File: config.mk
export PLATFORM = sky130hd
export DESIGN_NAME = lsu_flat
export DESIGN_NICKNAME = d
export VERILOG_FILES = /design/src/design/lsu_pkg.sv /design/src/design/axi_if.sv /design/src/design/load_extract.sv /design/src/design/lsu.sv /design/src/flat_wrapper.sv
export SDC_FILE = /design/constraint.sdc
export NUM_CORES = 1
export LEC_CHECK = 0
export BUFFER_PORTS_ARGS = -buffer_cell sky130_fd_sc_hd__buf_4
export CELL_PAD_IN_SITES_DETAIL_PLACEMENT = 0
export CELL_PAD_IN_SITES_GLOBAL_PLACEMENT = 1
export CORE_MARGIN = 4
export CORE_UTILIZATION = 31
export CTS_CLUSTER_SIZE = 10
export DETAILED_ROUTE_END_ITERATION = 8
export MAX_ROUTING_LAYER = met4
export PLACE_DENSITY = 0.88
export SLEW_MARGIN = 10
export SYNTH_ARGS = -nofsm -noshare
export SYNTH_HDL_FRONTEND = slang
export SYNTH_SLANG_ARGS = --single-unit
File: constraint.sdc
create_clock -name clock -period 4.61 [get_ports clock]
set_clock_uncertainty 0.15 [all_clocks]
set_input_delay 0.2305 -clock clock [delete_from_list [all_inputs] [get_ports clock]]
set_output_delay 0.2305 -clock clock [all_outputs]
set_load 0.01 [all_outputs]
File: src/design/lsu_pkg.sv
// shared definitions for the memory-access stage
// data and address width, load and store width codes,
// data memory geometry, AXI id width and the memory word union

package lsu_pkg;

    localparam int XLEN        = 32;
    localparam int MEM_WORDS   = 256;
    localparam int MEM_INDEX_W = 8;   // address bits 9:2
    localparam int AXI_ID_W    = 4;

    // load width codes in funct3
    localparam logic [2:0] FUNCT3_LB  = 3'b000;
    localparam logic [2:0] FUNCT3_LH  = 3'b001;
    localparam logic [2:0] FUNCT3_LW  = 3'b010;
    localparam logic [2:0] FUNCT3_LBU = 3'b100;
    localparam logic [2:0] FUNCT3_LHU = 3'b101;

    // store width codes in funct3
    localparam logic [2:0] FUNCT3_SB  = 3'b000;
    localparam logic [2:0] FUNCT3_SH  = 3'b001;
    localparam logic [2:0] FUNCT3_SW  = 3'b010;

    // one memory word seen as word, halves or bytes
    typedef union packed {
        logic [XLEN-1:0]       word;
        logic [1:0][15:0]      half;  // half[1] is the upper half
        logic [3:0][7:0]       lane;  // lane[0] at byte offset 0
    } mem_word_u;

endpackage

File: src/design/axi_if.sv
// AXI4 bundle for single-beat transfers
// master and slave modports without length or burst fields

`timescale 1ns/1ps

interface axi_if;
    import lsu_pkg::*;

    logic                  awvalid;
    logic                  awready;
    logic [AXI_ID_W-1:0]   awid;
    logic [XLEN-1:0]       awaddr;
    logic [2:0]            awsize;

    logic                  wvalid;
    logic                  wready;
    logic [XLEN-1:0]       wdata;
    logic [XLEN/8-1:0]     wstrb;
    logic                  wlast;

    logic                  bvalid;
    logic                  bready;
    logic [AXI_ID_W-1:0]   bid;
    logic [1:0]            bresp;

    logic                  arvalid;
    logic                  arready;
    logic [AXI_ID_W-1:0]   arid;
    logic [XLEN-1:0]       araddr;
    logic [2:0]            arsize;

    logic                  rvalid;
    logic                  rready;
    logic [AXI_ID_W-1:0]   rid;
    logic [XLEN-1:0]       rdata;
    logic [1:0]            rresp;
    logic                  rlast;

    modport master (
        output awvalid, awid, awaddr, awsize, wvalid, wdata, wstrb, wlast, bready,
        output arvalid, arid, araddr, arsize, rready,
        input  awready, wready, bvalid, bid, bresp, arready, rvalid, rid, rdata, rresp, rlast
    );

    modport slave (
        input  awvalid, awid, awaddr, awsize, wvalid, wdata, wstrb, wlast, bready,
        input  arvalid, arid, araddr, arsize, rready,
        output awready, wready, bvalid, bid, bresp, arready, rvalid, rid, rdata, rresp, rlast
    );

endinterface

File: src/design/load_extract.sv
// load lane selection
// picks byte or halfword lane of a read word, sign or zero extends

`timescale 1ns/1ps

module load_extract (
    input  lsu_pkg::mem_word_u        rdata,
    input  logic [1:0]                byte_offset,
    input  logic [2:0]                funct3,
    output logic [lsu_pkg::XLEN-1:0]  load_value
);
    import lsu_pkg::*;

    logic [7:0]  sel_byte;
    logic [15:0] sel_half;

    assign sel_byte = rdata.lane[byte_offset];
    assign sel_half = rdata.half[byte_offset[1]];   // bit 0 unused for aligned halves

    always_comb begin
        case (funct3)
            FUNCT3_LB: begin
                load_value = {{(XLEN-8){sel_byte[7]}}, sel_byte};
            end
            FUNCT3_LH: begin
                load_value = {{(XLEN-16){sel_half[15]}}, sel_half};
            end
            FUNCT3_LW: begin
                load_value = rdata.word;
            end
            FUNCT3_LBU: begin
                load_value = {{(XLEN-8){1'b0}}, sel_byte};
            end
            FUNCT3_LHU: begin
                load_value = {{(XLEN-16){1'b0}}, sel_half};
            end
            default: begin
                load_value = '0;
            end
        endcase
    end

endmodule

File: src/design/lsu.sv
// memory-access stage of the core
// pipeline register, AXI4 request and response control,
// store lane alignment, load capture and result select

`timescale 1ns/1ps

module lsu (
    input  logic                      clock,
    input  logic                      reset,

    input  logic                      in_valid,
    output logic                      in_ready,
    input  logic [lsu_pkg::XLEN-1:0]  pc,
    input  logic [lsu_pkg::XLEN-1:0]  inst,
    input  logic [lsu_pkg::XLEN-1:0]  alu_result,
    input  logic [lsu_pkg::XLEN-1:0]  store_data,
    input  logic [2:0]                funct3,
    input  logic                      mem_ren,
    input  logic                      mem_wen,
    input  logic [4:0]                rd,
    input  logic                      reg_wen,

    output logic                      out_valid,
    input  logic                      out_ready,
    output logic [lsu_pkg::XLEN-1:0]  out_pc,
    output logic [lsu_pkg::XLEN-1:0]  out_inst,
    output logic [4:0]                out_rd,
    output logic                      out_reg_wen,
    output logic [lsu_pkg::XLEN-1:0]  out_result,
    output logic                      mem_req,

    axi_if.master                     bus
);
    import lsu_pkg::*;

    logic                 accept;
    logic                 wait_bus;   // memory access in flight
    logic                 r_done;
    logic                 b_done;
    logic                 awvalid_q, wvalid_q, bready_q, arvalid_q, rready_q;

    logic [XLEN-1:0]      pc_q, inst_q, addr_q, load_q;
    logic [4:0]           rd_q;
    logic                 reg_wen_q, load_q_sel;
    logic [2:0]           funct3_q;
    mem_word_u            st_word, wdata_q;
    logic [XLEN/8-1:0]    st_strb, wstrb_q;
    logic [XLEN-1:0]      load_value;

    assign in_ready = !wait_bus && (!out_valid || out_ready);
    assign accept   = in_valid && in_ready;
    assign r_done   = bus.rvalid && rready_q;
    assign b_done   = bus.bvalid && bready_q;
    assign mem_req  = wait_bus;

    // place store data in the addressed lanes
    always_comb begin
        st_word.word = '0;
        st_strb      = '0;
        case (funct3)
            FUNCT3_SB: begin
                st_word.lane[alu_result[1:0]] = store_data[7:0];
                st_strb[alu_result[1:0]]      = 1'b1;
            end
            FUNCT3_SH: begin
                st_word.half[alu_result[1]] = store_data[15:0];
                st_strb = alu_result[1] ? 4'b1100 : 4'b0011;
            end
            FUNCT3_SW: begin
                st_word.word = store_data;
                st_strb      = '1;
            end
            default: ;
        endcase
    end

    always_ff @(posedge clock) begin
        if (accept) begin
            pc_q       <= pc;
            inst_q     <= inst;
            addr_q     <= alu_result;
            rd_q       <= rd;
            reg_wen_q  <= reg_wen;
            funct3_q   <= funct3;
            load_q_sel <= mem_ren;
            wdata_q    <= st_word;
            wstrb_q    <= st_strb;
        end
        if (r_done) begin
            load_q <= load_value;
        end
    end

    always_ff @(posedge clock) begin
        if (reset) begin
            wait_bus  <= 1'b0;
            out_valid <= 1'b0;
            awvalid_q <= 1'b0;
            wvalid_q  <= 1'b0;
            bready_q  <= 1'b0;
            arvalid_q <= 1'b0;
            rready_q  <= 1'b0;
        end else begin
            if (accept && mem_ren) begin
                arvalid_q <= 1'b1;
                rready_q  <= 1'b1;
            end else if (accept && mem_wen) begin
                awvalid_q <= 1'b1;
                wvalid_q  <= 1'b1;
                bready_q  <= 1'b1;
            end
            if (arvalid_q && bus.arready) arvalid_q <= 1'b0;
            if (awvalid_q && bus.awready) awvalid_q <= 1'b0;
            if (wvalid_q && bus.wready)   wvalid_q  <= 1'b0;
            if (r_done) rready_q <= 1'b0;
            if (b_done) bready_q <= 1'b0;

            if (accept && (mem_ren || mem_wen)) begin
                wait_bus <= 1'b1;
            end else if (r_done || b_done) begin
                wait_bus <= 1'b0;
            end

            if (accept && !mem_ren && !mem_wen) begin
                out_valid <= 1'b1;
            end else if (r_done || b_done) begin
                out_valid <= 1'b1;
            end else if (out_ready) begin
                out_valid <= 1'b0;
            end
        end
    end

    load_extract load_extract_inst (
        .rdata       (bus.rdata),
        .byte_offset (addr_q[1:0]),
        .funct3      (funct3_q),
        .load_value  (load_value)
    );

    assign bus.awvalid = awvalid_q;
    assign bus.awid    = '0;
    assign bus.awaddr  = addr_q;
    assign bus.awsize  = {1'b0, funct3_q[1:0]};   // 1, 2 or 4 bytes
    assign bus.wvalid  = wvalid_q;
    assign bus.wdata   = wdata_q.word;
    assign bus.wstrb   = wstrb_q;
    assign bus.wlast   = 1'b1;
    assign bus.bready  = bready_q;
    assign bus.arvalid = arvalid_q;
    assign bus.arid    = '0;
    assign bus.araddr  = addr_q;
    assign bus.arsize  = {1'b0, funct3_q[1:0]};
    assign bus.rready  = rready_q;

    assign out_pc      = pc_q;
    assign out_inst    = inst_q;
    assign out_rd      = rd_q;
    assign out_reg_wen = reg_wen_q;
    assign out_result  = load_q_sel ? load_q : addr_q;

endmodule

File: src/flat_wrapper.sv
// flat-port wrapper written by rule: the top's interface ports become plain ports
module lsu_flat import lsu_pkg::*;
  (clock, reset, in_valid, in_ready, pc, inst, alu_result, store_data, funct3, mem_ren, mem_wen, rd, reg_wen, out_valid, out_ready, out_pc, out_inst, out_rd, out_reg_wen, out_result, mem_req, bus_awvalid, bus_awid, bus_awaddr, bus_awsize, bus_wvalid, bus_wdata, bus_wstrb, bus_wlast, bus_bready, bus_arvalid, bus_arid, bus_araddr, bus_arsize, bus_rready, bus_awready, bus_wready, bus_bvalid, bus_bid, bus_bresp, bus_arready, bus_rvalid, bus_rid, bus_rdata, bus_rresp, bus_rlast);
  axi_if bus_i ();
  input  logic clock;
  input  logic reset;
  input  logic in_valid;
  output logic in_ready;
  input  logic [lsu_pkg::XLEN-1:0] pc;
  input  logic [lsu_pkg::XLEN-1:0] inst;
  input  logic [lsu_pkg::XLEN-1:0] alu_result;
  input  logic [lsu_pkg::XLEN-1:0] store_data;
  input  logic [2:0] funct3;
  input  logic mem_ren;
  input  logic mem_wen;
  input  logic [4:0] rd;
  input  logic reg_wen;
  output logic out_valid;
  input  logic out_ready;
  output logic [lsu_pkg::XLEN-1:0] out_pc;
  output logic [lsu_pkg::XLEN-1:0] out_inst;
  output logic [4:0] out_rd;
  output logic out_reg_wen;
  output logic [lsu_pkg::XLEN-1:0] out_result;
  output logic mem_req;
  output wire logic [$bits(bus_i.awvalid)-1:0] bus_awvalid;
  output wire logic [$bits(bus_i.awid)-1:0] bus_awid;
  output wire logic [$bits(bus_i.awaddr)-1:0] bus_awaddr;
  output wire logic [$bits(bus_i.awsize)-1:0] bus_awsize;
  output wire logic [$bits(bus_i.wvalid)-1:0] bus_wvalid;
  output wire logic [$bits(bus_i.wdata)-1:0] bus_wdata;
  output wire logic [$bits(bus_i.wstrb)-1:0] bus_wstrb;
  output wire logic [$bits(bus_i.wlast)-1:0] bus_wlast;
  output wire logic [$bits(bus_i.bready)-1:0] bus_bready;
  output wire logic [$bits(bus_i.arvalid)-1:0] bus_arvalid;
  output wire logic [$bits(bus_i.arid)-1:0] bus_arid;
  output wire logic [$bits(bus_i.araddr)-1:0] bus_araddr;
  output wire logic [$bits(bus_i.arsize)-1:0] bus_arsize;
  output wire logic [$bits(bus_i.rready)-1:0] bus_rready;
  input wire logic [$bits(bus_i.awready)-1:0] bus_awready;
  input wire logic [$bits(bus_i.wready)-1:0] bus_wready;
  input wire logic [$bits(bus_i.bvalid)-1:0] bus_bvalid;
  input wire logic [$bits(bus_i.bid)-1:0] bus_bid;
  input wire logic [$bits(bus_i.bresp)-1:0] bus_bresp;
  input wire logic [$bits(bus_i.arready)-1:0] bus_arready;
  input wire logic [$bits(bus_i.rvalid)-1:0] bus_rvalid;
  input wire logic [$bits(bus_i.rid)-1:0] bus_rid;
  input wire logic [$bits(bus_i.rdata)-1:0] bus_rdata;
  input wire logic [$bits(bus_i.rresp)-1:0] bus_rresp;
  input wire logic [$bits(bus_i.rlast)-1:0] bus_rlast;
  assign bus_awvalid = bus_i.awvalid;
  assign bus_awid = bus_i.awid;
  assign bus_awaddr = bus_i.awaddr;
  assign bus_awsize = bus_i.awsize;
  assign bus_wvalid = bus_i.wvalid;
  assign bus_wdata = bus_i.wdata;
  assign bus_wstrb = bus_i.wstrb;
  assign bus_wlast = bus_i.wlast;
  assign bus_bready = bus_i.bready;
  assign bus_arvalid = bus_i.arvalid;
  assign bus_arid = bus_i.arid;
  assign bus_araddr = bus_i.araddr;
  assign bus_arsize = bus_i.arsize;
  assign bus_rready = bus_i.rready;
  assign bus_i.awready = bus_awready;
  assign bus_i.wready = bus_wready;
  assign bus_i.bvalid = bus_bvalid;
  assign bus_i.bid = bus_bid;
  assign bus_i.bresp = bus_bresp;
  assign bus_i.arready = bus_arready;
  assign bus_i.rvalid = bus_rvalid;
  assign bus_i.rid = bus_rid;
  assign bus_i.rdata = bus_rdata;
  assign bus_i.rresp = bus_rresp;
  assign bus_i.rlast = bus_rlast;
  lsu u_core (.clock(clock), .reset(reset), .in_valid(in_valid), .in_ready(in_ready), .pc(pc), .inst(inst), .alu_result(alu_result), .store_data(store_data), .funct3(funct3), .mem_ren(mem_ren), .mem_wen(mem_wen), .rd(rd), .reg_wen(reg_wen), .out_valid(out_valid), .out_ready(out_ready), .out_pc(out_pc), .out_inst(out_inst), .out_rd(out_rd), .out_reg_wen(out_reg_wen), .out_result(out_result), .mem_req(mem_req), .bus(bus_i));
endmodule
==> results.py <==
metrics = {
    "outcome": {
        "status": "finished, final reports clean",
    },
    "sta": {
        "finalCritPeriodShare_pct": 58.7,
        "min_period_ps": 2700,
        "rsz0062_at_grt": "false",
        "fmax_mhz": 370,
        "maxSlewViolCount": 0,
        "holdWs_ps": 29.4,
        "finalSetupTns_ps": 0,
        "setup_violations": 0,
        "hold_viol": 0,
        "tightest_slew_ps": 1050,
        "relSlewSlack_pct": 29.2,
    },
    "grt": {
        "grt_max_degree": 97,
        "grt_usage_pct": 18.9,
        "antenna_found_initial": 0,
        "grt.busiest_layer": "met2",
        "use_met1_pct": 21.2,
        "grt_pass1_wl_um": 37100,
        "grt_util_met2_pct": 33.7,
        "grt_pass1_vias": 6319,
        "grt-ovfl-total": 0,
        "grtUsageMet3_pct": 4.52,
    },
    "logic_synthesis": {
        "synth-seq-cells": 181,
        "synthCells": 489,
        "synth.most_common_cell": "edfxtp_1",
        "yosysWarnings": 0,
        "yosysUniqueCellTypes": 42,
        "synth_top_cells_by_count": "174 x edfxtp_1, 50 x buf_4, 43 x mux2_2",
        "ys_seq_area_share_pct": 70.5,
        "synth_top_flop_cell": "edfxtp_1",
        "synth-edff-count": 174,
        "synth_top_area_cell": "edfxtp_1",
        "syn_area_mm2": 0.00761,
        "synth_top_area_share_pct": 68.6,
        "async_reset_ff_share_pct": 0,
        "syn_avg_cell_area_um2": 15.6,
        "synth_area_leaders": "edfxtp_1 69%, mux2_2 6.4%, buf_4 4.9%, a21oi_1 1.8%, a22o_1 1.8%",
    },
    "floorplanning": {
        "num_io_pins": 418,
        "die_area_mm2": 0.0271,
        "die_y_um": 165,
        "core-area_mm2": 0.0242,
        "rows": 57,
        "die_w_um": 165,
        "initial_core_util_pct": 31.4,
    },
    "cells_and_area": {
        "drive_above_1_share_pct": 47.5,
        "nNetsFinal": 1198,
        "design_area_mm2": 0.0128,
        "final_cells": 1343,
        "area_growth_pct": 68.1,
    },
    "detailed_routing": {
        "ant_nets": 0,
        "wirelength_um": 27100,
        "vias_per_cell": 4.67,
        "vias": 6266,
        "wl_per_cell_um": 20.2,
        "firstDrtPassIters": 5,
        "drc": 0,
        "drt-initial-drc-count": 463,
    },
    "place": {
        "place_area_mm2": 0.0106,
        "numPortBuffers": 393,
        "dp_hpwl_um": 18300,
        "placed_cells": 1148,
        "globalplace.congestion": 0.844,
    },
    "critical_path": {
        "critical_path_class": "input port to flip-flop",
        "end_kind": "flip-flop",
        "critPathRequiredTime_ps": 4750,
        "arrival_ps": 2850,
        "crit_fanout": 9,
        "critPathLaunchType": "input port",
    },
    "clocking": {
        "cts_tree": "yes",
        "clk_pin_slew_ps": 70,
        "cts.sinks": 181,
        "clock_latency_ps": 420,
        "cts_buffer_depth": 2,
        "root_buffer": "clkbuf_16",
        "htree_num_levels": 4,
        "cts-buffers-inserted": 17,
        "cts_resized": 0,
    },
    "pwr": {
        "fin_total_pwr_mw": 4.28,
        "p_leak_nw": 5.29,
        "ir_worst_vdd_mv": 0.226,
        "power_density_mw_per_mm2": 334,
    },
    "job": {
        "maxCapViolCount": 0,
    },
    "worst_hold_path": {
        "hp-class": "input port to flip-flop",
    },
}
-- critical path: stages --
cell and delay (ps):
dlygate4sd3_1 540, buf_4 160, nand2b_1 260, nor4_2 830, a22o_1 280, dlygate4sd3_1 550
-- flip-flops by register name, indices dropped and copies added (netlist names) --
signal / count
u_core.bus.wdata: 32
u_core.out_valid: 1
u_core.out_reg_wen: 1
u_core.bus.awvalid: 1
u_core.out_pc: 32
u_core.bus.bready: 1
u_core.out_inst: 32
u_core.bus.araddr: 32
u_core.out_rd: 5
u_core.bus.rready: 1
u_core.bus.wstrb: 4
u_core.bus.wvalid: 1
u_core.funct3_q: 3
u_core.mem_req: 1
u_core.load_q_sel: 1
u_core.load_q: 32
u_core.bus.arvalid: 1
-- power by group --
part / total (mW) / switching [mW] / internal, mW / leakage (nW)
Sequential: 2.01 / 0.0699 / 1.94 / 1.72
Combinational: 0.771 / 0.347 / 0.424 / 3.27
Clock: 1.50 / 0.711 / 0.784 / 0.294
-- stage by stage --
| stage | util [%] | worst slack, ps |
|---|---|---|
| final | 52.8 | 1910 |
| after global routing | 52.8 | 1870 |
| after CTS | 52.8 | 1970 |
| after detailed placement | 43.6 | 2090 |
| after global placement | 43.6 | 2120 |
| after floorplan | - | 1540 |
-- logic make-up after synthesis --
| family | Yosys count | synth area share, % |
|---|---|---|
| buffers and inverters | 73 | 6.47 |
| other | 2 | 0.0986 |
| multiplexers | 43 | 6.36 |
| flip-flops | 181 | 70.5 |
| AND/OR/NAND/NOR | 104 | 8.09 |
| AO/OA/AOI/OAI | 86 | 8.51 |
-- metal layers --
metal / up-vias / routed length [um]
met5: - / 0
met4: 0 / 416
met3: 28 / 2100
met2: 299 / 14800
met1: 3080 / 9770
li1: 2859 / -
-- area by class of cell --
class,instances,area [um^2]
clock buffers,17,425
well taps,324,405
clock inverters,14,183
repair buffers,559,4610
diodes,2,5.00
multi-input cells,244,1790
flip-flops and latches,181,5370
inverters,2,7.51
fillers,2037,11500
-- final timing paths --
path                                   from                              to  slack [ps]  depth (start not counted)
max                               funct3[0]  u_core.bus.wdata[12]$_DFFE_PN_        1910                          6
min reg2reg  u_core.bus.wvalid$_SDFFE_PP0P_  u_core.bus.wvalid$_SDFFE_PP0P_         340                          2
max reg2reg     u_core.mem_req$_SDFFE_PP0P_    u_core.funct3_q[2]$_DFFE_PN_        2030                          3
min                            bus_rdata[9]      u_core.load_q[9]$_DFFE_PP_          30                          3
-- placed cells by master (no fill, tap or decap), drive strengths merged, types with 2 or more instances in the layout --
cell type      n
o41ai          7
nand2b        10
a221o          8
diode          2
nor4           2
clkbuf        17
and2          10
dfxtp          7
nand4b         5
nor2b          5
and2b          2
a22o          16
nand3         10
mux2          43
inv           10
nor3b          8
clkinv         4
a32oi          2
nor2          21
edfxtp       174
nand2         25
a21oi         30
a31oi         17
conb          11
buf          397
dlygate4sd3  162
-- repair_timing --
| item | CTS | global route |
|---|---|---|
| hold endpoints to repair | 138 | 0 |
| buffers inserted | 0 | 0 |
| hold buffers | 162 | 0 |
Note: power is estimated with default switching activity, not from simulation.
